--- src/pe_defines.svh ---
`ifndef PE_DEFINES_SVH
`define PE_DEFINES_SVH

// ------------------------------------------------------------
// word widths
// ------------------------------------------------------------
`define PE_DATA_W 16  // feature and weight words
`define PE_PSUM_W 40
`define PE_PARA_W 8   // s, q and p fields

// ------------------------------------------------------------
// pad sizes
// ------------------------------------------------------------
`define PE_FPAD_DEPTH 36
`define PE_FPAD_AW    6
`define PE_WPAD_DEPTH 200
`define PE_WPAD_AW    8
`define PE_PPAD_DEPTH 32  // one psum per filter
`define PE_PPAD_AW    5

`endif

--- src/pe_pkg.sv ---
`include "pe_defines.svh"

package pe_pkg;

  // captured on start_config
  typedef struct packed {
    logic [`PE_PARA_W-1:0] s;  // filter size
    logic [`PE_PARA_W-1:0] q;  // channel count
    logic [`PE_PARA_W-1:0] p;  // filter count
  } pe_cfg_t;

  // one beat of a load stream
  typedef struct packed {
    logic                  en;
    logic [`PE_DATA_W-1:0] data;
  } data_beat_t;

  // one beat of the psum readout
  typedef struct packed {
    logic                  en;
    logic [`PE_PSUM_W-1:0] data;
  } psum_beat_t;

  // tag that follows each pad read down the mac pipeline
  typedef struct packed {
    logic                   valid;
    logic                   first;       // a == 0, restart the sum
    logic                   last;        // a == conv_len-1, emit
    logic                   final_step;  // last step of the last filter
    logic [`PE_PPAD_AW-1:0] idx;         // filter b
  } mac_step_t;

  typedef struct packed {
    logic                   en;
    logic                   final_step;
    logic [`PE_PPAD_AW-1:0] idx;
    logic [`PE_PSUM_W-1:0]  psum;
  } psum_store_t;

endpackage

--- src/psum_pad.sv ---
`timescale 1ns/1ps
`include "pe_defines.svh"

module psum_pad (
  input  logic                  clk,
  input  logic                  rst,
  input  pe_pkg::psum_store_t   store,
  input  logic [`PE_PPAD_AW:0]  filter_num,
  input  logic                  start_psum_out,
  output logic                  mac_finish,
  output logic                  psum_ready,
  output pe_pkg::psum_beat_t    psum_out
);

  logic [`PE_PSUM_W-1:0]  mem [`PE_PPAD_DEPTH];
  logic                   reading;
  logic [`PE_PPAD_AW:0]   rd_cnt;    // next filter to send
  logic                   accept;
  logic                   rd_done;
  logic                   send;
  logic [`PE_PPAD_AW-1:0] send_idx;
  logic                   run_done;

  assign run_done = store.en && store.final_step;

  always_ff @(posedge clk) begin
    if (store.en) mem[store.idx] <= store.psum;
  end

  // ------------------------------------------------------------
  // readout, filter 0 first
  // ------------------------------------------------------------
  assign accept   = start_psum_out && psum_ready && !reading;  // else ignored
  assign rd_done  = reading && (rd_cnt == filter_num);
  assign send     = accept || (reading && !rd_done);
  assign send_idx = accept ? '0 : rd_cnt[`PE_PPAD_AW-1:0];

  always_ff @(posedge clk or posedge rst) begin
    if (rst) begin
      mac_finish <= 1'b0;
      psum_ready <= 1'b0;
      reading    <= 1'b0;
      rd_cnt     <= '0;
      psum_out   <= '0;
    end else begin
      mac_finish <= run_done;  // one cycle pulse
      if (run_done) begin
        psum_ready <= 1'b1;
      end else if (rd_done) begin
        psum_ready <= 1'b0;
      end

      if (accept) begin
        reading <= 1'b1;
        rd_cnt  <= (`PE_PPAD_AW+1)'(1);  // beat 0 goes out now
      end else if (rd_done) begin
        reading <= 1'b0;
      end else if (reading) begin
        rd_cnt <= rd_cnt + (`PE_PPAD_AW+1)'(1);
      end

      psum_out.en   <= send;
      psum_out.data <= send ? mem[send_idx] : '0;
    end
  end

  // filter index from the control loop must fit the configured count
  a_idx_in_range: assert property (@(posedge clk) disable iff (rst)
    store.en |-> ({1'b0, store.idx} < filter_num));

endmodule

--- config.mk ---
export PLATFORM = sky130hd
export DESIGN_NAME = psum_pad
export DESIGN_NICKNAME = d
export VERILOG_FILES = /design/src/pe_pkg.sv /design/src/psum_pad.sv
export VERILOG_INCLUDE_DIRS = /design/src
export SDC_FILE = /design/constraint.sdc
export NUM_CORES = 2
export LEC_CHECK = 0
export BUFFER_PORTS_ARGS = -buffer_cell sky130_fd_sc_hd__buf_2
export CORE_MARGIN = 1.5
export CORE_UTILIZATION = 42
export CTS_CLUSTER_DIAMETER = 100
export DETAILED_ROUTE_END_ITERATION = 8
export PLACE_DENSITY = 0.55
export RECOVER_POWER = 100
export REMOVE_ABC_BUFFERS = 1
export SYNTH_ARGS = -nofsm -noshare
export SYNTH_HDL_FRONTEND = slang
export SYNTH_SLANG_ARGS = --single-unit
export TNS_END_PERCENT = 5
--- constraint.sdc ---
create_clock -name clk -period 2.33 [get_ports clk]
set_input_delay 0 -clock clk [delete_from_list [all_inputs] [get_ports clk]]
set_output_delay 0 -clock clk [all_outputs]
set_load 0.005 [all_outputs]
==> results.md <==
- Status: finished, violations left
- Failing checks: capacitance limit, slew limit
- Final setup violation count: 0
- Path type of the worst min-delay path: input port to flop
- Number of filler cells placed in the layout: 10,300
- Nets: 3,599
- Clock tree sinks: 1,330
- Maximum root-to-sink buffer count: 3
- Power Total: 71.3 mW
- Number of flops mapped to enable cells by yosys: 1,280
- Timing-limited maximum frequency: 434 MHz
- Leading cell type by number of instances after synthesis: edfxtp_1
- TritonCTS clock tree: built
- CTS H-Tree Depth: 4
- Distinct cells, synth: 41
- Startpoint of the lowest-slack hold path: store[41]
- Area of the die: 128,000 sq um
- Portion of the post-synthesis area used by sequential elements: 74.8%
- Count of input and output buffers: 98
- Clock latency on the worst-skew pair: 0.76 ns
- Number of antenna violations at the first check in global routing: 5
- Fin. Hold Viols: 0
- Summed instance area of the synthesized netlist: 53,000 sq um
- Gp weighted congestion: 0.807
- Vias in the first global route: 30,800
- Wire length of the first global-routing pass: 216,000 microns
- Num CTS Buffers: 139
- Drt via density: 5.88
- Half-perimeter wire length after placement: 84,400 microns
- Area of the multi-input gates: 12,100 sq um
- Cell count after placement: 4,992
- GRT Util Overall: 23.5%
- Placement row count: 130
- Prevailing post-synth register cell: edfxtp_1
- Critical Setup Path Class: input port to flop
- Floorplan Core Area: 125,000 sq um
- Maximum number of pins on one net before global-route repair: 68
- Total Negative Setup Slacks: 0 ns
- Area growth from synthesis to layout: 16.7%
- Top Ports: 99
- Count of pins over their slew limit: 20
- Core Util, Final: 49.4%
- Number of remaining DRC errors: 0
- Maximum Capacitance Violations: 1
- Static leakage: 20.8 nW
- Post-synthesis area per instance: 16.2 sq um
- Vias after detailed routing: 31,200
- Worst vdd ir: 0.777 mV
- Overflow after GRT: 0
- Per-cell routed wire length: 28.3 microns
- Slew headroom: -8.69%
- Initial Utilization: 42.3%
- Origin of the worst setup path: store[42]
- Post-synth top cells: 1,280 x edfxtp_1, 242 x mux2i_1, 238 x nor2_1
- Warnings from Yosys: 0
- Total power per unit cell area: 1150 nW/um^2
- Number of instances in the synthesized netlist: 3,266
- Arr. time, crit path: 2.70 ns
- Count of antenna-violating nets left after detailed routing: 0
- Setup skew after layout: 0.0248 ns
- Die height: 358 microns
- Top cells by area, synth: edfxtp_1 72%, mux2i_1 4.6%, mux4_2 3.4%, dfrtp_1 2.4%, o221ai_1 2.0%
- RR Startpoint: reading
- Startpoint type of the worst setup path: input port
- Register cell area after layout: 39,700 sq um
- Proportion of register bits with asynchronous set or reset after synthesis: 3.76%
- Reg clk slew, reported paths: 0.06 ns
- Final cell count without fillers: 5,306
- Unrepaired setup endpoints after global routing: true
- Required time reported for the critical path endpoint: 2.72 ns
- Total iterations of the first detailed-routing run: 6
- Final period util: 99.0%
- Total length of routed wires: 150,000 microns
- Seq cells post-synth: 1,330
- Min Tclk post-route: 2.31 ns
- Share of Yosys cell area claimed by the top area cell type: 72.5%
- Crit path capture type: flop
- Transition time of the tightest slew-check pin: 1.63 ns
- Post-synth top area cell: edfxtp_1
- Number of design-rule violations left by the first detailed-router iteration: 3,426
- Die width: 358 microns
- Largest driver fanout on the critical path: 18
- Clock tree root driver cell: clkbuf_16
- Share of final-layout standard cells stronger than drive strength 1: 16.4%
[per-layer routing]
layer | vias up | part of all wire, % | GRT usage, %
met5 | - | 0.0086 | 0
met1 | 16200 | 42 | 32.7
met2 | 1285 | 47 | 37.3
met4 | 2 | 2.9 | 7.77
li1 | 13500 | - | -
met3 | 245 | 7.3 | 4.53
[placed cells by master, fill, tap and decap left out, drive strengths merged, types with 41 or more instances in the layout]
cell type,netlist,final
buf,93,184
o221ai,120,120
clkinv,0,51
dfrtp,50,50
o21ai,120,120
mux2i,242,242
clkbuf,148,322
nor2,238,238
mux4,80,80
inv,123,131
nand2,127,127
edfxtp,1280,1280
nor2b,41,41
o211ai,82,82
a21oi,81,81
dlygate4sd3,0,56
a31oi,120,120
o22ai,80,80
[state kept, by name, summed over array words and instances, names as in the netlist]
name / cells
psum_ready: 1
mem: 1280
psum_out: 41
rd_cnt: 6
reading: 1
mac_finish: 1
[repair_timing]
item,CTS,global route
endpoints found under the setup margin,1,24
resized for setup,1,21
setup buffers,2,1
pin swaps,1,0
endpoints found under the hold margin,1323,0
hold buffers,56,0
[per-stage QoR]
step | area, sq um | hold slack (ns) | setup WS [ns]
6_report | 61900 | 0.0454 | 0.0236
3_5_place_dp | 57600 | 0.247 | -0.173
3_3_place_gp | 57600 | 0.242 | -0.183
2_1_floorplan | 52000 | 0.0989 | -16.94
4_1_cts | 62500 | 0.0166 | 0.00505
5_1_grt | 61900 | 0.0383 | -0.0558
[power by group]
| group | internal [mW] | leakage [nW] | total, mW | switching [mW] |
|---|---|---|---|---|
| combinational | 9.55 | 6.57 | 22.6 | 13.1 |
| sequential | 27.0 | 12.1 | 27.6 | 0.555 |
| clock | 12.0 | 2.10 | 21.1 | 9.08 |
[layout make-up]
type | count | area share (%)
clock inverters | 68 | 0.821
diodes | 1 | 0.00404
inverters | 123 | 0.746
clock buffers | 186 | 6.12
repair buffers | 376 | 5.32
flip-flops and latches | 1330 | 64.1
multi-input cells | 1572 | 19.5
well taps | 1650 | 3.34
[critical path: stages]
cell and delay, ns:
dlygate4sd3_1 0.57, clkbuf_1 0.31, nand3b_1 0.25, nor2_1 0.91, clkbuf_4 0.63
[cell families after synthesis]
logic type      count (synthesis)  synth area share [%]
flops                        1330                  74.8
xor+xnor                        8                 0.132
compound gates                729                  9.38
buf+inv                       364                  2.84
mux                           362                  8.82
simple gates                  472                  3.96
fa+ha+maj                       1                0.0236
[path summary, 6_finish.rpt]
| check | endpoint | slack (ns) | cells past startpoint |
|---|---|---|---|
| setup / recovery | mem[15][17] | 0.02 | 5 |
| hold / removal | mem[12][38] | 0.05 | 3 |
| setup reg to reg | psum_out[14] | 0.04 | 7 |
| hold reg to reg | rd_cnt[5] | 0.52 | 1 |
| max in group asynchronous | rd_cnt[1] | 0.66 | 4 |
| min in group asynchronous | psum_out[40] | 0.70 | 4 |
Note: power is estimated with default switching activity, not from simulation.
