File: src/pe_defines.svh
`ifndef PE_DEFINES_SVH
`define PE_DEFINES_SVH

// ------------------------------------------------------------
// word widths
// ------------------------------------------------------------
`define PE_DATA_W 16  // feature and weight words
`define PE_PSUM_W 40
`define PE_PARA_W 8   // s, q and p fields

// ------------------------------------------------------------
// pad sizes
// ------------------------------------------------------------
`define PE_FPAD_DEPTH 36
`define PE_FPAD_AW    6
`define PE_WPAD_DEPTH 200
`define PE_WPAD_AW    8
`define PE_PPAD_DEPTH 32  // one psum per filter
`define PE_PPAD_AW    5

`endif

File: src/pe_pkg.sv
`include "pe_defines.svh"

package pe_pkg;

  // captured on start_config
  typedef struct packed {
    logic [`PE_PARA_W-1:0] s;  // filter size
    logic [`PE_PARA_W-1:0] q;  // channel count
    logic [`PE_PARA_W-1:0] p;  // filter count
  } pe_cfg_t;

  // one beat of a load stream
  typedef struct packed {
    logic                  en;
    logic [`PE_DATA_W-1:0] data;
  } data_beat_t;

  // one beat of the psum readout
  typedef struct packed {
    logic                  en;
    logic [`PE_PSUM_W-1:0] data;
  } psum_beat_t;

  // tag that follows each pad read down the mac pipeline
  typedef struct packed {
    logic                   valid;
    logic                   first;       // a == 0, restart the sum
    logic                   last;        // a == conv_len-1, emit
    logic                   final_step;  // last step of the last filter
    logic [`PE_PPAD_AW-1:0] idx;         // filter b
  } mac_step_t;

  typedef struct packed {
    logic                   en;
    logic                   final_step;
    logic [`PE_PPAD_AW-1:0] idx;
    logic [`PE_PSUM_W-1:0]  psum;
  } psum_store_t;

endpackage

File: src/mac_control.sv
`timescale 1ns/1ps
`include "pe_defines.svh"

module mac_control (
  input  logic                   clk,
  input  logic                   rst,
  input  logic                   start_config,
  input  pe_pkg::pe_cfg_t        cfg,
  input  logic                   fpad_ready,
  input  logic                   wpad_ready,
  output logic [`PE_FPAD_AW:0]   conv_len,    // s*q
  output logic [`PE_WPAD_AW:0]   weight_num,  // s*q*p
  output logic [`PE_PPAD_AW:0]   filter_num,  // p
  output logic [`PE_FPAD_AW-1:0] fpad_addr,
  output logic [`PE_WPAD_AW-1:0] wpad_addr,
  output pe_pkg::mac_step_t      step
);

  logic [2*`PE_PARA_W-1:0] sq_prod;
  logic [3*`PE_PARA_W-1:0] sqp_prod;
  logic                    both_ready;
  logic                    both_ready_d;
  logic                    run_start;
  logic                    active;
  logic [`PE_FPAD_AW-1:0]  cnt_a;   // position inside one dot product
  logic [`PE_PPAD_AW-1:0]  cnt_b;   // filter
  logic [`PE_WPAD_AW-1:0]  w_base;  // cnt_b * conv_len, kept as a running sum
  logic                    last_a;
  logic                    last_b;

  assign sq_prod  = cfg.s * cfg.q;
  assign sqp_prod = sq_prod * cfg.p;

  // ------------------------------------------------------------
  // config register
  // ------------------------------------------------------------
  always_ff @(posedge clk or posedge rst) begin
    if (rst) begin
      conv_len   <= '0;
      weight_num <= '0;
      filter_num <= '0;
    end else if (start_config) begin
      conv_len   <= sq_prod[`PE_FPAD_AW:0];
      weight_num <= sqp_prod[`PE_WPAD_AW:0];
      filter_num <= cfg.p[`PE_PPAD_AW:0];
    end
  end

  // ------------------------------------------------------------
  // loop counters, one issue per cycle
  // ------------------------------------------------------------
  assign both_ready = fpad_ready & wpad_ready;
  assign run_start  = both_ready & ~both_ready_d;
  assign last_a     = ({1'b0, cnt_a} == conv_len - (`PE_FPAD_AW+1)'(1));
  assign last_b     = ({1'b0, cnt_b} == filter_num - (`PE_PPAD_AW+1)'(1));

  always_ff @(posedge clk or posedge rst) begin
    if (rst) begin
      both_ready_d <= 1'b0;
      active       <= 1'b0;
      cnt_a        <= '0;
      cnt_b        <= '0;
      w_base       <= '0;
    end else begin
      both_ready_d <= both_ready;
      if (run_start) begin
        active <= 1'b1;
        cnt_a  <= '0;
        cnt_b  <= '0;
        w_base <= '0;
      end else if (active) begin
        if (last_a) begin
          cnt_a  <= '0;
          cnt_b  <= cnt_b + `PE_PPAD_AW'(1);
          w_base <= w_base + `PE_WPAD_AW'(conv_len);  // next filter's weights
          if (last_b) active <= 1'b0;
        end else begin
          cnt_a <= cnt_a + `PE_FPAD_AW'(1);
        end
      end
    end
  end

  assign fpad_addr = cnt_a;
  assign wpad_addr = w_base + `PE_WPAD_AW'(cnt_a);

  always_comb begin
    step.valid      = active;
    step.first      = active && (cnt_a == '0);
    step.last       = active && last_a;
    step.final_step = active && last_a && last_b;
    step.idx        = cnt_b;
  end

  // pads must hold still and config must not move under a run
  a_run_stable: assert property (@(posedge clk) disable iff (rst)
    active |-> (fpad_ready && wpad_ready && !start_config));

endmodule

File: config.mk
export PLATFORM = sky130hd
export DESIGN_NAME = mac_control
export DESIGN_NICKNAME = d
export VERILOG_FILES = /design/src/pe_pkg.sv /design/src/mac_control.sv
export VERILOG_INCLUDE_DIRS = /design/src
export SDC_FILE = /design/constraint.sdc
export NUM_CORES = 1
export LEC_CHECK = 0
export BUFFER_PORTS_ARGS = -buffer_cell sky130_fd_sc_hd__clkbuf_2
export CORE_ASPECT_RATIO = 1.25
export CORE_MARGIN = 3
export CORE_UTILIZATION = 48
export DETAILED_ROUTE_END_ITERATION = 10
export PLACE_DENSITY = 0.7
export SKIP_CTS_REPAIR_TIMING = 1
export SLEW_MARGIN = 20
export SYNTH_ARGS = -nofsm -noshare
export SYNTH_HDL_FRONTEND = slang
export SYNTH_SLANG_ARGS = --single-unit
File: constraint.sdc
create_clock -name clk -period 4.1 [get_ports clk]
set_clock_uncertainty 0.05 [all_clocks]
set_input_delay 0.82 -clock clk [delete_from_list [all_inputs] [get_ports clk]]
set_output_delay 0.82 -clock clk [all_outputs]
set_load 0.05 [all_outputs]
==> metrics.md, run 1 <==
| Metric | Value |
|---|---|
| Antenna Cells | 0 |
| Clk_lat worst skew | 0.29 ns |
| Peak supply drop | 0.887 mV |
| Routed Antenna Nets | 0 |
| Synth Area in Compound Gates | 7.73% |
| Worst r2r src | conv_len[0]$_DFFE_PP0P_ |
| CTS tree | done |
| Flop2flop setup slack | 1.11 ns |
| TritonRoute pass-1 iters | 4 |
| IO Pins | 74 |
| Critical path arrival | 6.48 ns |
| Area of the mapped netlist | 4840 sq um |
| FF+latch count, synth | 43 |
| Unrepaired setup endpoints after global routing | true |
| WL final | 12200 um |
| Final Cycle Share | 154% |
| PwrDens | 750 nW/um^2 |
| # DRC | 0 |
| Syn Nets | 636 |
| Worst r2r path cells | 11 |
| Synth area leader | dfrtp_1 |
| Clk root buf | clkbuf_16 |
| Simple-gate portion of the synthesized area | 17.3% |
| Post-synth EDFFs | 0 |
| Slew margin rel. | 57.0% |
| Tmin final | 6.31 ns |
| Adder-cell share of the synthesized area | 29.2% |
| Die footprint | 11300 sq um |
| Syn-to-layout area delta | 30.5% |
| Sequential fraction of the synthesis area | 22.2% |
| Worst Hold End | weight_num[5]$_DFFE_PP0P_ |
| Most common library cells after synthesis | inv_1 (75), ha_1 (52), nand2_1 (47) |
| Mapped Cells | 517 |
| Total GRT Usage | 21.9% |
| Synth warnings | 0 |
| HPWL Detailed | 9760 um |
| Hold Path Depth | 1 |
| Worst hold start | weight_num[5]$_DFFE_PP0P_ |
| Clock tree buffer depth | 2 |
| Setup crit end kind | flop |
| Synth Area in XOR/XNOR | 11.6% |
| Classification of the worst setup path | input port to flop |
| Setup Viol. Count Final | 6 |
| Grt ovf | 0 |
| H-Tree Depth | 2 |
| Largest net degree at the start of global routing | 44 |
| Status | finished with violations |
| Final worst slack | -2.21 ns |
| First-pass GRT wire length | 19700 um |
| Clock sinks | 43 |
| Reg-to-Reg End | cnt_b[1]$_DFFE_PP0P_ |
| Core Rows | 40 |
| CTS Buf Count | 5 |
| Port Buf Inserts | 73 |
| 1st-iter DRT viols | 123 |
| Violated checks | negative setup slack |
| Largest family of logic cells by synthesized area | adder cells |
| Drt wl/cell | 15.9 um |
| Ys async rst share | 100% |
| Avg Inst Size Synth | 9.36 sq um |
| HP Class | flop to flop |
| Yosys top cell area share | 22.2% |
| Leakage | 3.14 nW |
| Number of global-route vias before repair | 4260 |
| Max_cap viols | 0 |
| Pins Over Slew Limit | 0 |
| Die W | 95.8 um |
| Synth top area cells | dfrtp_1 (22%), fa_1 (16%), ha_1 (13%) |
| Setup crit start kind | input port |
| Crit Path Max Fanout | 5 |
| Mux contribution to synthesized area | 5.12% |
| Fmax | 158 MHz |
| Routed vias | 3976 |
| Avg Vias per Cell | 5.20 |
| Cell variety after synth | 44 |
| Initial Util | 49.8% |
| Main synth FF type | dfrtp_1 |
| Most frequent cell after synthesis | inv_1 |
| Final hold vios | 0 |
| Total core area | 9710 sq um |
| Initial antenna violation count | 0 |
| WHS | 0.464 ns |
| GPL Wtd Cong | 0.899 |
| NumNets Final | 757 |
| Slew @ Worst Pin | 0.644 ns |
| CP required | 4.26 ns |
| Die H | 118 um |
| Place WS | -2.64 ns |
| Layout cell share with drive strength beyond 1 | 33.5% |
| Clk slew on worst S/H paths | 0.06 ns |
registers in the layout (all words and copies together), names as in the netlist:
register / cells
both_ready_d: 1
weight_num: 9
active: 1
filter_num: 6
w_base: 8
fpad_addr: 6
cnt_b: 5
conv_len: 7
cell type report:
class / instances / area, sq um
Inverter: 75 / 282
Tap cell: 126 / 158
Clock buffer: 5 / 125
Timing Repair Buffer: 124 / 838
Clock inverter: 3 / 67.6
Multi-Input combinational cell: 389 / 3770
Sequential cell: 43 / 1080
Fill cell: 818 / 3400
stage by stage:
step | total power (W) | cell area, sq um | utilization (%) | cells | TNS, ns
final | 0.00473 | 6310 | 65.0 | 765 | -8.81
after global placement | 0.00387 | 5850 | 60.2 | 752 | -11.02
after CTS | 0.00451 | 6040 | 62.2 | 760 | -9.67
after detailed placement | 0.00396 | 5850 | 60.2 | 752 | -11.36
after global routing | 0.00511 | 6310 | 65.0 | 765 | -9.67
after floorplan | 0.00318 | 5060 | - | 517 | -8.25
worst max-delay path by stage:
stage,start,endpoint,depth (start not counted)
3_3_place_gp,cfg[19],weight_num[8]$_DFFE_PP0P_,21
6_report,cfg[12],weight_num[8]$_DFFE_PP0P_,21
5_1_grt,cfg[12],weight_num[8]$_DFFE_PP0P_,21
4_1_cts,cfg[16],weight_num[8]$_DFFE_PP0P_,21
2_1_floorplan,cfg[16],weight_num[8]$_DFFE_PP0P_,23
3_5_place_dp,cfg[16],weight_num[8]$_DFFE_PP0P_,21
cell usage in the layout (no fill, tap or decap), drive strengths merged, types with 21 or more instances in the layout:
cell and n:
ha 52, a21oi 21, xnor2 35, fa 38, dfrtp 43, buf 58, inv 74, nand2 47
and2 41, clkbuf 71, nor2 24
critical path, stage by stage:
cell and delay, ns:
clkbuf_2 0.12, and2_1 0.17, fa_1 0.55, fa_1 0.44, fa_1 0.50, inv_1 0.06
fa_1 0.53, inv_1 0.06, ha_4 0.28, xor2_2 0.17, and2_4 0.17, fa_1 0.44
fa_1 0.58, inv_2 0.04, fa_2 0.52, inv_2 0.05, ha_4 0.27, nand2_1 0.05
o21ai_1 0.17, xor3_1 0.35, a21oi_2 0.12
cell families after synthesis:
| logic type | count (synthesis) |
|---|---|
| AND/OR/NAND/NOR | 157 |
| XOR/XNOR | 56 |
| flip-flops | 43 |
| multiplexers | 23 |
| buffers and inverters | 85 |
| AO/OA/AOI/OAI | 63 |
| adder cells (fa/ha/maj) | 90 |
report_power, final:
part	leakage, nW	total [W]	switching, W	internal (W)
logic	2.51	0.00351	0.00184	0.00167
clock network	0.0900	0.000522	0.000173	0.000349
registers	0.542	0.000700	0.000161	0.000540
total	3.14	0.00473	0.00218	0.00256
routing by layer:
layer	routed length (um)	global-route usage (%)
met3	450	3.06
met1	4980	26.5
met5	0	0
met4	286	6.41
met2	6450	39.5
Power figures use the tool's default switching activity.
==> inputs of run 2 (changes only) <==
Settings changed: CAP_MARGIN set to 20.
Clock period 4.1 ns to 7.1 ns, I/O delays scaled along.
==> run 2 against run 1 <==
Net effect:
- combinational power down 47%
- utilization down 4.3 points
- cell count down 2.0%
- the flow now finishes without violations
- global-route usage down 0.72 points
- setup slack better by 2.4 ns
- first-iteration DRC count up 33%
- design area down 6.6%
- power down 47%
==> metrics.md, run 2 (synthesized netlist as in run 1, its figures left out) <==
| Metric | Value |
|---|---|
| Status | complete, no violations |
| Setup Viol. Count Final | 0 |
| Die W | 95.8 um |
| WL final | 11300 um |
| IO Pins | 74 |
| Crit Path Max Fanout | 5 |
| Final worst slack | 0.161 ns |
| Commonest non-fill, non-tap cell in the layout | inv_1 |
| PwrDens | 422 nW/um^2 |
| Final hold vios | 0 |
| Avg Vias per Cell | 5.22 |
| First-pass GRT wire length | 19100 um |
| Fillers | 825 |
| Slew margin rel. | 59.1% |
| Setup crit end kind | flop |
| HP Class | flop to flop |
| Top Registers | weight_num: 9 flops, w_base: 8 flops, conv_len: 7 flops |
| Max_cap viols | 0 |
| Antenna Cells | 0 |
| Drt wl/cell | 15.0 um |
| Peak supply drop | 0.300 mV |
| Area of the multi-input gates | 3580 sq um |
| Sw Pwr | 0.00119 W |
| Pins Over Slew Limit | 0 |
| Initial antenna violation count | 0 |
| HPWL Detailed | 9150 um |
| Crit-path max cell delay | 0.55 ns |
| Top reg by flops | weight_num |
| Clock sinks | 43 |
| Total GRT Usage | 21.2% |
| Syn-to-layout area delta | 21.9% |
| Port Buf Inserts | 73 |
| Max reg flops | 9 |
| Layout cell share with drive strength beyond 1 | 26.6% |
| Hold Path Depth | 1 |
| GPL Wtd Cong | 0.873 |
| CTS Buf Count | 5 |
| Largest net degree at the start of global routing | 44 |
| Grt ovf | 0 |
| Initial Util | 49.8% |
| NumNets Final | 742 |
| Place WS | -0.325 ns |
| # DRC | 0 |
| Routed vias | 3917 |
| CTS tree | done |
| Setup crit start kind | input port |
| H-Tree Depth | 2 |
| Slowest cell on crit path | fa_1 |
| Slew @ Worst Pin | 0.613 ns |
| Clk_lat worst skew | 0.29 ns |
| CP dominant cell by count | fa_1 |
| CP required | 7.26 ns |
| Total core area | 9710 sq um |
| Switching share of power | 47.6% |
| Clock tree buffer depth | 2 |
| CP Cell Sequence | buf_4 -> buf_4 -> and2_1 -> ha_2 -> fa_1 -> ha_4 -> fa_1 -> buf_4 -> ha_1 -> a211oi_2 -> nor2_1 -> xor2_1 -> and2_1 -> fa_1 -> fa_1 -> inv_1 -> fa_2 -> inv_2 -> ha_4 -> a21oi_2 -> o21ai_1 -> xor3_1 -> a21oi_1 |
| Reg power frac | 16.0% |
| Leakage | 3.00 nW |
| Number of global-route vias before repair | 4184 |
| Clk network pwr share | 9.4% |
| Final Power | 0.00249 W |
| Routed Antenna Nets | 0 |
| Combinational share of power | 74.6% |
| Clk root buf | clkbuf_16 |
| Int Pwr | 0.00130 W |
| Core Rows | 40 |
| Critical path arrival | 7.10 ns |
| 1st-iter DRT viols | 164 |
| Final Cycle Share | 97.7% |
| Tmin final | 6.94 ns |
| Classification of the worst setup path | input port to flop |
| Worst r2r path cells | 10 |
| Die H | 118 um |
| Commonest cells after routing, fill and taps aside | inv_1 (70), clkbuf_2 (67), nand2_1 (46) |
| Flip-flop and latch area | 1080 sq um |
| Clk slew on worst S/H paths | 0.07 ns |
| Fmax | 144 MHz |
| Die footprint | 11300 sq um |
| TritonRoute pass-1 iters | 4 |
-- run 2: layout make-up --
type                       instances  area share, %
multi-input combinational        389           60.7
tap                              126           2.67
clock inverter                     3          0.424
sequential                        43           18.2
timing repair buffer             109           11.0
inverter                          75           4.77
clock buffer                       5           2.12
-- run 2: worst max-delay path: cells and delay by family --
| kind | cells | cell delay [ns] |
|---|---|---|
| AND/OR/NAND/NOR | 3 | 0.42 |
| AO/OA/AOI/OAI | 4 | 0.62 |
| adder cells (fa/ha/maj) | 9 | 3.48 |
| XOR/XNOR | 2 | 0.63 |
| buffers and inverters | 5 | 0.51 |
-- run 2: layer usage --
| metal | routed length (um) | share of wire (%) | track usage (%) |
|---|---|---|---|
| met4 | 469 | 4.2 | 9.43 |
| met3 | 553 | 4.9 | 2.86 |
| met2 | 5940 | 53 | 38.9 |
| met1 | 4310 | 38 | 23.6 |
| met5 | 0 | 0 | 0 |
-- run 2: stage by stage --
stage | hold slack [ns] | std cells | area, sq um | setup TNS [ns] | utilization [%]
after floorplan | 0.467 | 517 | 4900 | 0 | -
after global placement | 0.442 | 737 | 5600 | -0.258 | 57.6
after detailed placement | 0.445 | 737 | 5600 | -0.513 | 57.6
after CTS | 0.460 | 745 | 5750 | -0.0173 | 59.2
after global routing | 0.482 | 750 | 5900 | -0.0908 | 60.7
final | 0.455 | 750 | 5900 | 0 | 60.7
-- run 2: power groups by stage --
stage	Sequential (W)	Combinational, W	Clock [W]
after floorplan	0.000561	0.00117	0
after global placement	0.000401	0.00169	0
after detailed placement	0.000403	0.00173	0
after CTS	0.000398	0.00174	0.000241
after global routing	0.000411	0.00206	0.000249
final	0.000399	0.00186	0.000233
-- run 2: path summary, 6_finish.rpt --
path                                            from                   endpoint  slack [ns]
hold reg to reg            weight_num[6]$_DFFE_PP0P_  weight_num[6]$_DFFE_PP0P_        0.46
max in group asynchronous                        rst      w_base[0]$_DFFE_PP0P_        5.42
setup reg to reg             conv_len[0]$_DFFE_PP0P_      w_base[2]$_DFFE_PP0P_        4.02
hold / removal             weight_num[6]$_DFFE_PP0P_  weight_num[6]$_DFFE_PP0P_        0.46
setup / recovery                             cfg[17]  weight_num[8]$_DFFE_PP0P_        0.16
min in group asynchronous                        rst       cnt_b[2]$_DFFE_PP0P_        1.19
==> inputs of run 3 (changes only) <==
Settings changed: CELL_PAD_IN_SITES_DETAIL_PLACEMENT set to 0, CELL_PAD_IN_SITES_GLOBAL_PLACEMENT set to 1, CORE_UTILIZATION 48 to 45, PLACE_DENSITY 0.7 to not set, PLACE_DENSITY_LB_ADDON set to 0.1.
==> run 3 against run 2 <==
Net effect:
- critical path depth shrank 1
- design area rose by 0.72%
- register-to-register slack got worse by 0.02 ns
- utilization is 3.1 points lower
- via count decreased by 2.9%
- clock power rose by 15%
- first-iteration DRC count is 32% lower
- non-clock buffer count decreased by 2
- fmax increased by 1.2%
- critical endpoint unchanged
==> metrics.md, run 3 (synthesized netlist as in run 1, its figures left out) <==
| Metric | Value |
|---|---|
| Antenna Cells | 0 |
| H-Tree Depth | 2 |
| Peak supply drop | 0.510 mV |
| Status | complete, no violations |
| Critical path arrival | 7.03 ns |
| CTS tree | done |
| Pins Over Slew Limit | 0 |
| Die H | 122 um |
| Final Cycle Share | 96.6% |
| # DRC | 0 |
| Setup Viol. Count Final | 0 |
| Final Power | 0.00254 W |
| Clk slew on worst S/H paths | 0.07 ns |
| Buf+Inv Stages, Crit Path | 6 |
| Clk network pwr share | 10.5% |
| Avg Vias per Cell | 5.07 |
| Placed cell area | 5610 sq um |
| 1st-iter DRT viols | 112 |
| Metal2 WL | 5750 um |
| Drt wl/cell | 14.6 um |
| Reg power frac | 15.9% |
| CP dominant cell by count | fa_1 |
| Die W | 98.7 um |
| First-pass GRT wire length | 18500 um |
| WL final | 11000 um |
| CP required | 7.27 ns |
| Post-route design area | 5940 sq um |
| HPWL Detailed | 8920 um |
| CP Cell Sequence | buf_4 -> buf_6 -> and2_1 -> ha_2 -> fa_1 -> ha_4 -> fa_1 -> inv_2 -> fa_2 -> nand2b_4 -> fa_1 -> fa_1 -> inv_1 -> fa_1 -> inv_2 -> fa_2 -> inv_2 -> ha_4 -> a21oi_2 -> o21ai_2 -> xor3_1 -> a21oi_2 |
| Die footprint | 12000 sq um |
| Slew margin rel. | 57.7% |
| TritonRoute pass-1 iters | 4 |
| Commonest cells after routing, fill and taps aside | inv_1 (66), clkbuf_2 (66), ha_1 (45) |
| Final hold vios | 0 |
| Max layer used | met4 |
| Combinational share of power | 73.5% |
| Largest net degree at the start of global routing | 44 |
| Slew @ Worst Pin | 0.634 ns |
| NumNets Final | 740 |
| GPL Wtd Cong | 0.848 |
| Int Pwr | 0.00134 W |
| Routed Antenna Nets | 0 |
| Port Buf Inserts | 73 |
| Initial Util | 46.9% |
| Initial antenna violation count | 0 |
| PwrDens | 427 nW/um^2 |
| Total core area | 10300 sq um |
| Setup crit end kind | flop |
| Top Registers | weight_num: 9 flops, w_base: 8 flops, conv_len: 7 flops |
| Grt ovf | 0 |
| Clk root buf | clkbuf_16 |
| Classification of the worst setup path | input port to flop |
| Layout cell share with drive strength beyond 1 | 28.3% |
| Tmin final | 6.86 ns |
| Fmax | 146 MHz |
| Crit-path max cell delay | 0.55 ns |
| Leakage | 3.01 nW |
| Max reg flops | 9 |
| Final worst slack | 0.244 ns |
| Clk_lat worst skew | 0.29 ns |
| Sw Pwr | 0.00120 W |
| Switching share of power | 47.2% |
| Routed vias | 3804 |
| CP delay by family, top | adder cells |
| Syn-to-layout area delta | 22.8% |
| Metal3 WL | 308 um |
| Core Rows | 41 |
| Slowest cell on crit path | fa_1 |
| Total GRT Usage | 19.0% |
| Unrepaired setup endpoints after global routing | false |
| Setup crit start kind | input port |
| Max_cap viols | 0 |
| Clock tree buffer depth | 2 |
| Crit Path Max Fanout | 5 |
| Place WS | -0.385 ns |
| M1 wire length | 4810 um |
| IO Pins | 74 |
| Clock sinks | 43 |
| Top reg by flops | weight_num |
| CTS Buf Count | 5 |
| HP Class | flop to flop |
| Number of global-route vias before repair | 3906 |
run 3: routing by layer:
layer | global-route usage, % | up-vias
met5 | 0 | -
met4 | 4.10 | 0
met3 | 2.00 | 6
met2 | 35.1 | 56
met1 | 24.1 | 1857
li1 | - | 1885
run 3: worst paths after layout:
kind | start | end | slack, ns | cells past startpoint
min in group asynchronous | rst | weight_num[2]$_DFFE_PP0P_ | 1.19 | 3
setup / recovery | cfg[17] | weight_num[8]$_DFFE_PP0P_ | 0.24 | 22
setup reg to reg | conv_len[1]$_DFFE_PP0P_ | w_base[2]$_DFFE_PP0P_ | 4.00 | 10
hold reg to reg | weight_num[2]$_DFFE_PP0P_ | weight_num[2]$_DFFE_PP0P_ | 0.46 | 1
max in group asynchronous | rst | conv_len[0]$_DFFE_PP0P_ | 5.42 | 3
hold / removal | weight_num[2]$_DFFE_PP0P_ | weight_num[2]$_DFFE_PP0P_ | 0.46 | 1
run 3: power by group through the flow:
stage / Clock (W) / Combinational [W] / Sequential (W)
6_report: 0.000267 / 0.00187 / 0.000404
3_3_place_gp: 0 / 0.00170 / 0.000407
2_1_floorplan: 0 / 0.00117 / 0.000561
5_1_grt: 0.000285 / 0.00206 / 0.000415
4_1_cts: 0.000277 / 0.00173 / 0.000404
3_5_place_dp: 0 / 0.00173 / 0.000409
run 3: cell type report:
type,instances,area (sq um)
multi-input combinational,389,3600
sequential,43,1080
clock buffer,5,125
inverter,75,282
fill,951,4370
timing repair buffer,107,649
clock inverter,3,43.8
tap,129,161
run 3: through the flow:
| step | std cells | setup TNS [ns] | hold slack (ns) | util [%] |
|---|---|---|---|---|
| after global placement | 741 | -0.348 | 0.440 | 54.4 |
| after detailed placement | 741 | -0.570 | 0.448 | 54.4 |
| after global routing | 751 | 0 | 0.483 | 57.6 |
| after CTS | 749 | -0.0526 | 0.465 | 56.0 |
| after floorplan | 517 | 0 | 0.467 | - |
| final | 751 | 0 | 0.464 | 57.6 |
