<file path="config.mk">
export PLATFORM = sky130hd
export DESIGN_NAME = mac_unit
export DESIGN_NICKNAME = d
export VERILOG_FILES = /design/src/pe_pkg.sv /design/src/mac_unit.sv
export VERILOG_INCLUDE_DIRS = /design/src
export SDC_FILE = /design/constraint.sdc
export NUM_CORES = 1
export LEC_CHECK = 0
export ABC_AREA = 1
export BUFFER_PORTS_ARGS = -buffer_cell sky130_fd_sc_hd__buf_2
export CAP_MARGIN = 25
export CORE_MARGIN = 5
export CORE_UTILIZATION = 55
export DETAILED_ROUTE_END_ITERATION = 12
export GPL_ROUTABILITY_DRIVEN = 0
export HOLD_SLACK_MARGIN = 0.1
export PLACE_DENSITY = 0.79
export SLEW_MARGIN = 40
export SYNTH_ARGS = -nofsm -noshare
export SYNTH_HDL_FRONTEND = slang
export SYNTH_SLANG_ARGS = --single-unit
</file>
<file path="constraint.sdc">
create_clock -name clk -period 6.1 [get_ports clk]
set_input_delay 1.83 -clock clk [delete_from_list [all_inputs] [get_ports clk]]
set_output_delay 1.83 -clock clk [all_outputs]
set_load 0.01 [all_outputs]
</file>
<file path="src/pe_defines.svh">
`ifndef PE_DEFINES_SVH
`define PE_DEFINES_SVH

// ------------------------------------------------------------
// word widths
// ------------------------------------------------------------
`define PE_DATA_W 16  // feature and weight words
`define PE_PSUM_W 40
`define PE_PARA_W 8   // s, q and p fields

// ------------------------------------------------------------
// pad sizes
// ------------------------------------------------------------
`define PE_FPAD_DEPTH 36
`define PE_FPAD_AW    6
`define PE_WPAD_DEPTH 200
`define PE_WPAD_AW    8
`define PE_PPAD_DEPTH 32  // one psum per filter
`define PE_PPAD_AW    5

`endif

</file>
<file path="src/pe_pkg.sv">
`include "pe_defines.svh"

package pe_pkg;

  // captured on start_config
  typedef struct packed {
    logic [`PE_PARA_W-1:0] s;  // filter size
    logic [`PE_PARA_W-1:0] q;  // channel count
    logic [`PE_PARA_W-1:0] p;  // filter count
  } pe_cfg_t;

  // one beat of a load stream
  typedef struct packed {
    logic                  en;
    logic [`PE_DATA_W-1:0] data;
  } data_beat_t;

  // one beat of the psum readout
  typedef struct packed {
    logic                  en;
    logic [`PE_PSUM_W-1:0] data;
  } psum_beat_t;

  // tag that follows each pad read down the mac pipeline
  typedef struct packed {
    logic                   valid;
    logic                   first;       // a == 0, restart the sum
    logic                   last;        // a == conv_len-1, emit
    logic                   final_step;  // last step of the last filter
    logic [`PE_PPAD_AW-1:0] idx;         // filter b
  } mac_step_t;

  typedef struct packed {
    logic                   en;
    logic                   final_step;
    logic [`PE_PPAD_AW-1:0] idx;
    logic [`PE_PSUM_W-1:0]  psum;
  } psum_store_t;

endpackage

</file>
<file path="src/mac_unit.sv">
`timescale 1ns/1ps
`include "pe_defines.svh"

module mac_unit (
  input  logic                  clk,
  input  logic                  rst,
  input  pe_pkg::mac_step_t     step,
  input  logic [`PE_DATA_W-1:0] fmap_data,
  input  logic [`PE_DATA_W-1:0] weight_data,
  output pe_pkg::psum_store_t   store
);

  localparam int PROD_W = 2 * `PE_DATA_W;

  pe_pkg::mac_step_t            rd_step;   // aligned with pad read data
  pe_pkg::mac_step_t            mul_step;  // aligned with prod
  logic signed [PROD_W-1:0]     prod;
  logic signed [`PE_PSUM_W-1:0] prod_ext;
  logic signed [`PE_PSUM_W-1:0] acc;
  logic signed [`PE_PSUM_W-1:0] acc_next;

  // ------------------------------------------------------------
  // tag pipeline and store register
  // ------------------------------------------------------------
  always_ff @(posedge clk or posedge rst) begin
    if (rst) begin
      rd_step  <= '0;
      mul_step <= '0;
      store    <= '0;
    end else begin
      rd_step          <= step;
      mul_step         <= rd_step;
      store.en         <= mul_step.valid && mul_step.last;
      store.final_step <= mul_step.valid && mul_step.final_step;
      store.idx        <= mul_step.idx;
      store.psum       <= acc_next;
    end
  end

  // sign extend product to psum width
  assign prod_ext = {{(`PE_PSUM_W-PROD_W){prod[PROD_W-1]}}, prod};

  // first step of each filter starts a fresh sum
  assign acc_next = mul_step.first ? prod_ext : acc + prod_ext;

  always_ff @(posedge clk) begin
    prod <= $signed(fmap_data) * $signed(weight_data);
    if (mul_step.valid) acc <= acc_next;
  end

endmodule

</file>
==> flow_metrics.env, run 1 <==
export IMPL_outcome="finished with violations"
export IMPL_violations="negative setup slack"
export IMPL_die_w_um=189.0
export IMPL_clock_fmax_mhz=154.0
export IMPL_synth_nets=2718
export IMPL_multi_input_area_mm2=0.01296
export IMPL_slew_headroom_pct=59.37
export IMPL_crit_slowest_cell="fa_2"
export IMPL_finClkSkew_ns=0.01106
export IMPL_fp_dieH_um=189.0
export IMPL_synth_mux_area_share_pct=0
export IMPL_drt_iter0_markers=1670
export IMPL_grt_pass1_vias=16690
export IMPL_crit_chain="buf_8 -> nand2_2 -> inv_2 -> fa_2 -> fa_2 -> buf_6 -> fa_1 -> fa_1 -> fa_1 -> inv_1 -> fa_1 -> inv_2 -> ha_4 -> nand2_4 -> o21ai_1 -> nand2_1 -> o211ai_1 -> a21oi_1 -> nand2_1 -> xor2_1"
export IMPL_critPathMaxStageDelay_ns=0.66
export IMPL_yosys_register_bits=137
export IMPL_fillers=2148
export IMPL_wirelength_mm=52.09
export IMPL_async_reset_ff_share_pct=47.45
export IMPL_drc=0
export IMPL_synth_top_family_by_area="adder cells"
export IMPL_vias_per_cell=5.477
export IMPL_areaGrowthSynthToFinish_pct=26.15
export IMPL_tightest_slew_ns=0.6094
export IMPL_finalSetupViolCount=19
export IMPL_cp_end_kind="register"
export IMPL_critPathBufInv=5
export IMPL_cts_root_buf="clkbuf_16"
export IMPL_max_cap_violations=0
export IMPL_worstSkewPairLatency_ns=0.43
export IMPL_syn_area_mm2=0.01763
export IMPL_synth_edf_count=40
export IMPL_clk_pin_slew_ns=0.07
export IMPL_rows=65
export IMPL_layout_cells_most_common_list="nand2_1 (653), inv_1 (516), fa_1 (236)"
export IMPL_min_period_over_period_pct=106.4
export IMPL_antenna_found_initial=0
export IMPL_crit_arrival_ns=6.84
export IMPL_synth_compound_area_share_pct=3.648
export IMPL_io_buffers=89
export IMPL_min_period_ns=6.493
export IMPL_track_usage_pct=27.10
export IMPL_numCtsBuffers=17
export IMPL_wl_per_cell_um=17.63
export IMPL_diodes=0
export IMPL_hold_slack_ns=0.3494
export IMPL_crit_top_cell="fa_1"
export IMPL_register_area_mm2=0.003472
export IMPL_critPathRequiredTime_ns=6.44
export IMPL_worstPathMaxFanout=9
export IMPL_worst_slack_ns=-0.3927
export IMPL_final_common_cell="nand2_1"
export IMPL_grt_max_degree=66
export IMPL_crit_type="primary input to register"
export IMPL_synth_xor_area_share_pct=1.838
export IMPL_dr_pass1_iters=6
export IMPL_yosys_cell_types_count=42
export IMPL_grt_pass1_wl_mm=79.28
export IMPL_dp_hpwl_mm=37.59
export IMPL_maxSlewViolCount=0
export IMPL_post_place_cells=2881
export IMPL_htreeDepth=4
export IMPL_syn_area_per_cell_um2=7.696
export IMPL_synth_ff_type="dfrtp_1"
export IMPL_finalHoldViolCount=0
export IMPL_holdCritPathClass="register to register"
export IMPL_cts_sink_count=137
export IMPL_cts_tree="done"
export IMPL_io_pins=90
export IMPL_fin_cells=2954
export IMPL_route_vias_total=16180
export IMPL_synth_cells=2291
export IMPL_rsz0062_at_grt="yes"
export IMPL_start_kind="primary input"
export IMPL_ant_nets=0
export IMPL_ys_seq_area_share_pct=19.67
export IMPL_cpLargestDelayFamily="adder cells"
export IMPL_core_mm2=0.03164
export IMPL_nets=2966
export IMPL_synthSimpleGateAreaFrac_pct=22.60
export IMPL_initial_core_util_pct=55.73
export IMPL_grt_remaining_overflow=0
export IMPL_clock_path_buffers=2
export IMPL_yosys_warnings=0
export IMPL_synthAdderAreaFrac_pct=38.45
export IMPL_die_area_mm2=0.03574
export IMPL_drive_above_1_share_pct=24.14
## layout make-up
class | instances | area share, %
Sequential cell | 137 | 15.61
Multi-Input combinational cell | 1509 | 58.26
Inverter | 579 | 9.845
Clock inverter | 13 | 0.5457
Clock buffer | 19 | 2.087
Tap cell | 402 | 2.261
Timing Repair Buffer | 295 | 11.39
## final timing paths
| kind | from | end | slack (ns) | cells after the start |
|---|---|---|---|---|
| max reg2reg | prod[0]$_DFF_P_ | acc[32]$_DFFE_PP_ | 3.33 | 15 |
| min reg2reg | mul_step[1]$_DFF_PP0_ | store[41]$_DFF_PP0_ | 0.35 | 0 |
| max in group asynchronous | rst | mul_step[8]$_DFF_PP0_ | 4.15 | 3 |
| min in group asynchronous | rst | store[42]$_DFF_PP0_ | 1.53 | 3 |
| max | weight_data[3] | prod[29]$_DFF_P_ | -0.39 | 20 |
| min | mul_step[1]$_DFF_PP0_ | store[41]$_DFF_PP0_ | 0.35 | 0 |
## timing repair
item | CTS | global route
gates cloned | 0 | 2
setup buffers | 19 | 24
hold buffers | 0 | 0
pin swaps | 111 | 144
gates resized for setup | 205 | 176
setup endpoints to repair | 21 | 23
## cell usage after synthesis, types with 2 or more instances
master,count,area (um^2)
o21ai_1,4,20.02
nand3b_1,14,105.1
inv_2,4,15.01
inv_1,574,2155
o21ai_2,2,17.52
nand2_1,707,2654
ha_1,121,1514
a21boi_0,3,22.52
fa_1,263,5265
a21o_1,5,37.54
a21oi_1,58,290.3
nand4_1,16,100.1
a31oi_1,3,18.77
o21ai_0,20,100.1
xor2_1,26,227.7
dfrtp_1,65,1627
edfxtp_1,40,1201
and3_1,2,12.51
or2_2,11,68.82
clkbuf_1,63,236.5
dfxtp_1,32,640.6
nand2_2,5,31.28
or2_1,2,12.51
o21bai_1,8,60.06
o211ai_1,2,15.01
nor2_2,6,37.54
buf_2,2,10.01
nor2_1,111,416.7
nand3_2,4,40.04
nor3_1,11,55.05
nand3_1,86,430.4
xnor2_1,11,96.34
## routing by layer
layer / vias up / wire [um] / GRT usage (%) / part of all wire (%)
met2: 878 / 25810 / 47.72 / 50
met3: 248 / 4137 / 3.798 / 7.9
met1: 7840 / 19410 / 34.35 / 37
li1: 7212 / - / - / -
met5: - / 0 / 0 / 0
met4: 0 / 2731 / 9.585 / 5.2
## sequential cells by signal (all words and copies together) (netlist names)
| register | cells |
|---|---|
| acc | 40 |
| mul_step | 9 |
| prod | 32 |
| rd_step | 9 |
| store | 47 |
## logic make-up after synthesis
group | count (synthesis)
and+or+nand+nor | 977
buffers and inverters | 645
adders and majority gates | 384
DFF | 137
AOI/OAI and AO/OA | 111
xor gates and xnor gates | 37
## through the flow
step	cell area, um^2	util, %	TNS [ns]	worst slack (ns)
6_report	22240	70.30	-3.998	-0.3927
5_1_grt	22240	70.30	-5.866	-0.5593
4_1_cts	21400	67.64	-1.618	-0.2335
3_5_place_dp	20010	63.25	-15.27	-0.8498
3_3_place_gp	20010	63.24	-12.75	-0.7311
2_1_floorplan	18390	-	-4.735	-0.4724
Power of run 1 is left out: the tool's default activity adds up to more than one toggle a clock period on the data nets, which glitch-free logic cannot reach.
==> run 2, diff against run 1 <==
- ABC_AREA: 1 -> 0
- CAP_MARGIN: 25 -> 20
==> run 2 against run 1 <==
  * The flow still finishes with violations (negative setup slack)
  * Synthesized area decreased by 9.4%
  * Non-clock buffer count decreased by 11
  * Worst setup slack got worse by 0.43 ns
  * Final cell count decreased by 23%
  * Routed wire length decreased by 22%
  * Clock skew increased by 0.0019 ns
  * Die area decreased by 8.9%
  * Maximum frequency decreased by 6.2%
  * Worst hold slack got worse by 0.0020 ns
  * Highest routed layer unchanged
==> flow_metrics.env, run 2 <==
export IMPL_clock_path_buffers=2
export IMPL_worstSkewPairLatency_ns=0.42
export IMPL_crit_slowest_cell="fa_1"
export IMPL_yosys_cell_types_count=68
export IMPL_synth_edf_count=40
export IMPL_synth_top_area_share_pct=32.96
export IMPL_critPathMaxStageDelay_ns=0.52
export IMPL_largestRegisters="store: 47 flops, acc: 40 flops, prod: 32 flops"
export IMPL_yosys_warnings=0
export IMPL_cts_root_buf="clkbuf_16"
export IMPL_io_pins=90
export IMPL_start_kind="primary input"
export IMPL_max_cap_violations=0
export IMPL_finalSetupViolCount=20
export IMPL_regToRegEndpoint="acc[23]$_DFFE_PP_"
export IMPL_synth_xor_area_share_pct=3.674
export IMPL_placedInstanceArea_mm2=0.01809
export IMPL_dp_hpwl_mm=30.52
export IMPL_finalHoldViolCount=0
export IMPL_synthTopCellsByArea="fa_1 (33%), dfrtp_1 (10%), ha_1 (9.5%)"
export IMPL_tns_ns=-9.260
export IMPL_ys_seq_area_share_pct=21.71
export IMPL_largest_reg_flops=47
export IMPL_ant_nets=0
export IMPL_cpLargestDelayFamily="adder cells"
export IMPL_r2r_slack_ns=2.80
export IMPL_maxSlewViolCount=0
export IMPL_syn_area_mm2=0.01597
export IMPL_grt_pass1_wl_mm=64.36
export IMPL_rows=62
export IMPL_hold_buffers=0
export IMPL_drc=0
export IMPL_critPathRequiredTime_ns=6.45
export IMPL_final_common_cell="inv_1"
export IMPL_min_period_ns=6.922
export IMPL_die_area_mm2=0.03255
export IMPL_critPathBufInv=5
export IMPL_outcome="finished with violations"
export IMPL_synthSimpleGateAreaFrac_pct=13.15
export IMPL_async_reset_ff_share_pct=47.45
export IMPL_holdCritPathClass="register to register"
export IMPL_crit_type="primary input to register"
export IMPL_crit_arrival_ns=7.27
export IMPL_whs_path_depth=0
export IMPL_min_period_over_period_pct=113.5
export IMPL_cp_depth=22
export IMPL_synth_most_common_cell="inv_1"
export IMPL_cts_sink_count=137
export IMPL_synth_common_cells="inv_1 (301), fa_1 (263), nand2_1 (181), and2_1 (132), ha_1 (121)"
export IMPL_clock_fmax_mhz=144.5
export IMPL_synth_mux_area_share_pct=0.6501
export IMPL_nets=2292
export IMPL_diodes=0
export IMPL_syn_area_per_cell_um2=9.897
export IMPL_finish_utilization_pct=69.05
export IMPL_io_buffers=89
export IMPL_worstPathMaxFanout=5
export IMPL_worst_slack_ns=-0.8222
export IMPL_grt_max_degree=70
export IMPL_crit_start="weight_data[4]"
export IMPL_cts_tree="done"
export IMPL_crit_chain="buf_12 -> and2_4 -> fa_1 -> inv_1 -> fa_1 -> fa_1 -> inv_2 -> fa_1 -> fa_1 -> inv_2 -> fa_1 -> inv_2 -> ha_4 -> a21oi_4 -> o21ai_2 -> o311a_1 -> o21ai_2 -> a31oi_2 -> or4_4 -> a31o_1 -> a21oi_2 -> xnor2_1"
export IMPL_synth_ff_type="dfrtp_1"
export IMPL_yosysTopAreaCell="fa_1"
export IMPL_synth_top_family_by_area="adder cells"
export IMPL_grt_remaining_overflow=0
export IMPL_drt_iter0_markers=933
export IMPL_synth_compound_area_share_pct=9.861
export IMPL_initial_core_util_pct=55.65
export IMPL_route_vias_total=12350
export IMPL_die_w_um=180.4
export IMPL_slew_headroom_pct=50.43
export IMPL_cp_end_kind="register"
export IMPL_design_area_mm2=0.01982
export IMPL_reg2regPathDepth=10
export IMPL_tightest_slew_ns=0.7425
export IMPL_synth_nets=2041
export IMPL_rsz0062_at_grt="yes"
export IMPL_wl_per_cell_um=17.96
export IMPL_synth_cells=1614
export IMPL_r2r_start="acc[6]$_DFFE_PP_"
export IMPL_clk_pin_slew_ns=0.06
export IMPL_antenna_found_initial=0
export IMPL_pre_cts_slack_ns=-1.398
export IMPL_layout_cells_most_common_list="inv_1 (274), fa_1 (244), nand2_1 (169)"
export IMPL_numCtsBuffers=17
export IMPL_core_mm2=0.02870
export IMPL_vias_per_cell=5.458
export IMPL_wirelength_mm=40.63
export IMPL_dr_pass1_iters=7
export IMPL_yosys_register_bits=137
export IMPL_finClkSkew_ns=0.01300
export IMPL_grt_pass1_vias=13450
export IMPL_htreeDepth=4
export IMPL_crit_top_cell="fa_1"
export IMPL_drive_above_1_share_pct=26.41
export IMPL_fp_dieH_um=180.4
export IMPL_synthAdderAreaFrac_pct=42.44
export IMPL_areaGrowthSynthToFinish_pct=24.06
export IMPL_track_usage_pct=23.80
export IMPL_endpoint="prod[30]$_DFF_P_"
export IMPL_regMostFlops="store"
export IMPL_violations="negative setup slack"
## run 2: logic make-up (layout without fill, tap and decap cells)
logic type	Yosys count	in the layout
AOI/OAI and AO/OA	236	236
xor gates and xnor gates	67	67
adders and majority gates	384	384
buffers and inverters	354	618
DFF	137	137
muxes	9	9
and+or+nand+nor	427	427
## run 2: worst min-delay path by stage
| stage | startpoint | slack [ns] | end |
|---|---|---|---|
| global placement | mul_step[1]$_DFF_PP0_ | 0.33 | store[41]$_DFF_PP0_ |
| CTS | rd_step[5]$_DFF_PP0_ | 0.35 | mul_step[5]$_DFF_PP0_ |
| finish | rd_step[5]$_DFF_PP0_ | 0.35 | mul_step[5]$_DFF_PP0_ |
| global route | rd_step[4]$_DFF_PP0_ | 0.36 | mul_step[4]$_DFF_PP0_ |
| floorplan | rd_step[0]$_DFF_PP0_ | 0.33 | mul_step[0]$_DFF_PP0_ |
| detailed placement | rd_step[5]$_DFF_PP0_ | 0.33 | mul_step[5]$_DFF_PP0_ |
## run 2: per-stage QoR
step / hold slack (ns) / std cells
5_1_grt: 0.3621 / 2262
6_report: 0.3474 / 2262
4_1_cts: 0.3479 / 2248
3_5_place_dp: 0.3347 / 2192
3_3_place_gp: 0.3316 / 2192
2_1_floorplan: 0.3312 / 1614
## run 2: worst reg2reg max path, stage by stage, from the launching register on
cell and delay [ns]:
edfxtp_1 0.39, ha_1 0.34, a2111oi_0 0.37, inv_1 0.11, o2111ai_2 0.25, a21oi_1 0.12
o31ai_2 0.29, a21oi_1 0.18, o21ai_0 0.27, mux2_2 0.36, a221oi_1 0.36
## run 2: per-layer routing
metal | up-vias | track usage [%] | wire [um]
met1 | 6113 | 29.13 | 15490
met2 | 486 | 43.48 | 21090
met3 | 150 | 3.654 | 2400
met4 | 0 | 7.229 | 1657
li1 | 5596 | - | -
met5 | - | 0 | 0
## run 2: what timing repair did
action | in CTS | in global routing
gates resized for setup | 140 | 93
buffers inserted | 28 | 21
endpoints found under the setup margin | 20 | 21
gates cloned | 0 | 2
pin swaps | 48 | 84
## run 2: area by class of cell
cell class	instances	area, um^2
Multi-Input combinational cell	1123	11800
Fill cell	1996	8885
Sequential cell	137	3473
Timing Repair Buffer	284	2341
Inverter	302	1134
Tap cell	384	480.5
Clock buffer	19	464.2
Clock inverter	13	126.4
Power of run 2 is left out for the same reason.
==> run 3, diff against run 2 <==
- CORE_UTILIZATION: 55 -> 40
- PLACE_DENSITY: 0.79 -> 0.62
==> run 3 against run 2 <==
  * The flow still finishes with violations (negative setup slack)
  * Count of clock-buffer cells in the layout fell by 1
  * Sequential cell count is the same
  * Global-route usage is 5.9 points lower
==> flow_metrics.env, run 3 (synthesized netlist as in run 2, its figures left out) <==
export IMPL_holdCritPathClass="register to register"
export IMPL_io_pins=90
export IMPL_grt_pass1_wl_mm=65.38
export IMPL_nets=2306
export IMPL_cts_sink_count=137
export IMPL_multi_input_area_mm2=0.01173
export IMPL_dp_hpwl_mm=30.86
export IMPL_largestRegisters="store: 47 flops, acc: 40 flops, prod: 32 flops"
export IMPL_worst_slack_ns=-0.8316
export IMPL_initial_core_util_pct=40.30
export IMPL_route_vias_total=11860
export IMPL_fillers=3640
export IMPL_whs_path_depth=0
export IMPL_r2r_slack_ns=2.67
export IMPL_ant_nets=0
export IMPL_clk_pin_slew_ns=0.06
export IMPL_holdPathEnd="store[42]$_DFF_PP0_"
export IMPL_fp_dieH_um=209.8
export IMPL_min_period_over_period_pct=113.6
export IMPL_min_period_ns=6.932
export IMPL_worstPathMaxFanout=4
export IMPL_largest_reg_flops=47
export IMPL_clock_fmax_mhz=144.3
export IMPL_grt_remaining_overflow=0
export IMPL_start_kind="primary input"
export IMPL_regToRegEndpoint="acc[23]$_DFFE_PP_"
export IMPL_maxSlewViolCount=0
export IMPL_rsz0062_at_grt="yes"
export IMPL_wirelength_mm=37.56
export IMPL_finalHoldViolCount=0
export IMPL_crit_type="primary input to register"
export IMPL_violations="negative setup slack"
export IMPL_slew_headroom_pct=50.33
export IMPL_htreeDepth=4
export IMPL_track_usage_pct=17.92
export IMPL_register_area_mm2=0.003473
export IMPL_die_w_um=209.8
export IMPL_grt_pass1_vias=13070
export IMPL_io_buffers=89
export IMPL_drt_iter0_markers=542
export IMPL_outcome="finished with violations"
export IMPL_worstSkewPairLatency_ns=0.42
export IMPL_tightest_slew_ns=0.7355
export IMPL_wl_per_cell_um=15.54
export IMPL_reg2regPathDepth=10
export IMPL_regMostFlops="store"
export IMPL_hold_buffers=0
export IMPL_finClkSkew_ns=0.01587
export IMPL_die_area_mm2=0.04403
export IMPL_clock_path_buffers=2
export IMPL_antenna_found_initial=0
export IMPL_vias_per_cell=4.906
export IMPL_rows=73
export IMPL_diodes=0
export IMPL_cts_root_buf="clkbuf_16"
export IMPL_layout_cells_most_common_list="inv_1 (280), fa_1 (244), buf_4 (174)"
export IMPL_dr_pass1_iters=5
export IMPL_drc=0
export IMPL_finalSetupViolCount=20
export IMPL_areaGrowthSynthToFinish_pct=25.49
export IMPL_r2r_start="acc[6]$_DFFE_PP_"
export IMPL_cp_end_kind="register"
export IMPL_grt_max_degree=70
export IMPL_critPathRequiredTime_ns=6.45
export IMPL_drive_above_1_share_pct=26.11
export IMPL_crit_arrival_ns=7.28
export IMPL_cts_tree="done"
export IMPL_final_common_cell="inv_1"
export IMPL_max_cap_violations=0
export IMPL_numCtsBuffers=17
export IMPL_tns_ns=-8.480
export IMPL_holdCritStartpoint="mul_step[2]$_DFF_PP0_"
export IMPL_pre_cts_slack_ns=-1.411
export IMPL_core_mm2=0.03964
[run 3: per-layer routing]
layer,vias up,global-route usage [%],wire (um)
met5,-,0,0
met4,0,4.658,796
met3,55,2.152,1358
met2,259,31.00,18420
met1,5922,24.02,16980
li1,5623,-,-
[run 3: stage by stage]
stage,util (%),area (um^2),hold slack (ns),instances
floorplan,-,16340,0.3312,1614
detailed placement,46.11,18280,0.3347,2335
global route,50.57,20050,0.3451,2417
CTS,49.96,19800,0.3426,2404
global placement,46.10,18280,0.3318,2335
finish,50.57,20050,0.3437,2417
[run 3: timing repair]
item / in CTS / in global routing
setup buffers: 40 / 17
cloned: 2 / 0
pin swaps: 74 / 40
resized for setup: 185 / 36
setup endpoints to repair: 20 / 21
[run 3: area by class of cell]
class                      instances  share of cell area (%)
clock buffer                      18                   2.141
clock inverter                    14                  0.8551
inverter                         302                   5.655
multi-input combinational       1123                   58.54
sequential                       137                   17.33
tap                              525                   3.277
timing repair buffer             298                   12.21
[run 3: how the worst max path moves through the flow]
stage	startpoint	end	slack (ns)
2_1_floorplan	weight_data[4]	prod[30]$_DFF_P_	-0.99
3_3_place_gp	fmap_data[14]	prod[30]$_DFF_P_	-1.38
3_5_place_dp	weight_data[7]	prod[30]$_DFF_P_	-1.41
4_1_cts	fmap_data[5]	prod[30]$_DFF_P_	-0.77
5_1_grt	fmap_data[13]	prod[30]$_DFF_P_	-0.98
6_report	fmap_data[13]	prod[30]$_DFF_P_	-0.83
[run 3: critical path, stage by stage]
cell	delay [ns]
buf_12	0.11
and2_4	0.15
fa_1	0.54
inv_2	0.04
fa_1	0.45
fa_1	0.54
inv_2	0.05
fa_1	0.48
fa_1	0.49
inv_1	0.05
fa_1	0.49
inv_2	0.05
ha_4	0.24
a21oi_4	0.16
inv_1	0.06
o311a_1	0.37
o21ai_2	0.15
a31oi_2	0.11
or4_1	0.44
a31o_1	0.22
a21oi_2	0.14
xnor2_1	0.12
Power of run 3 is left out for the same reason.
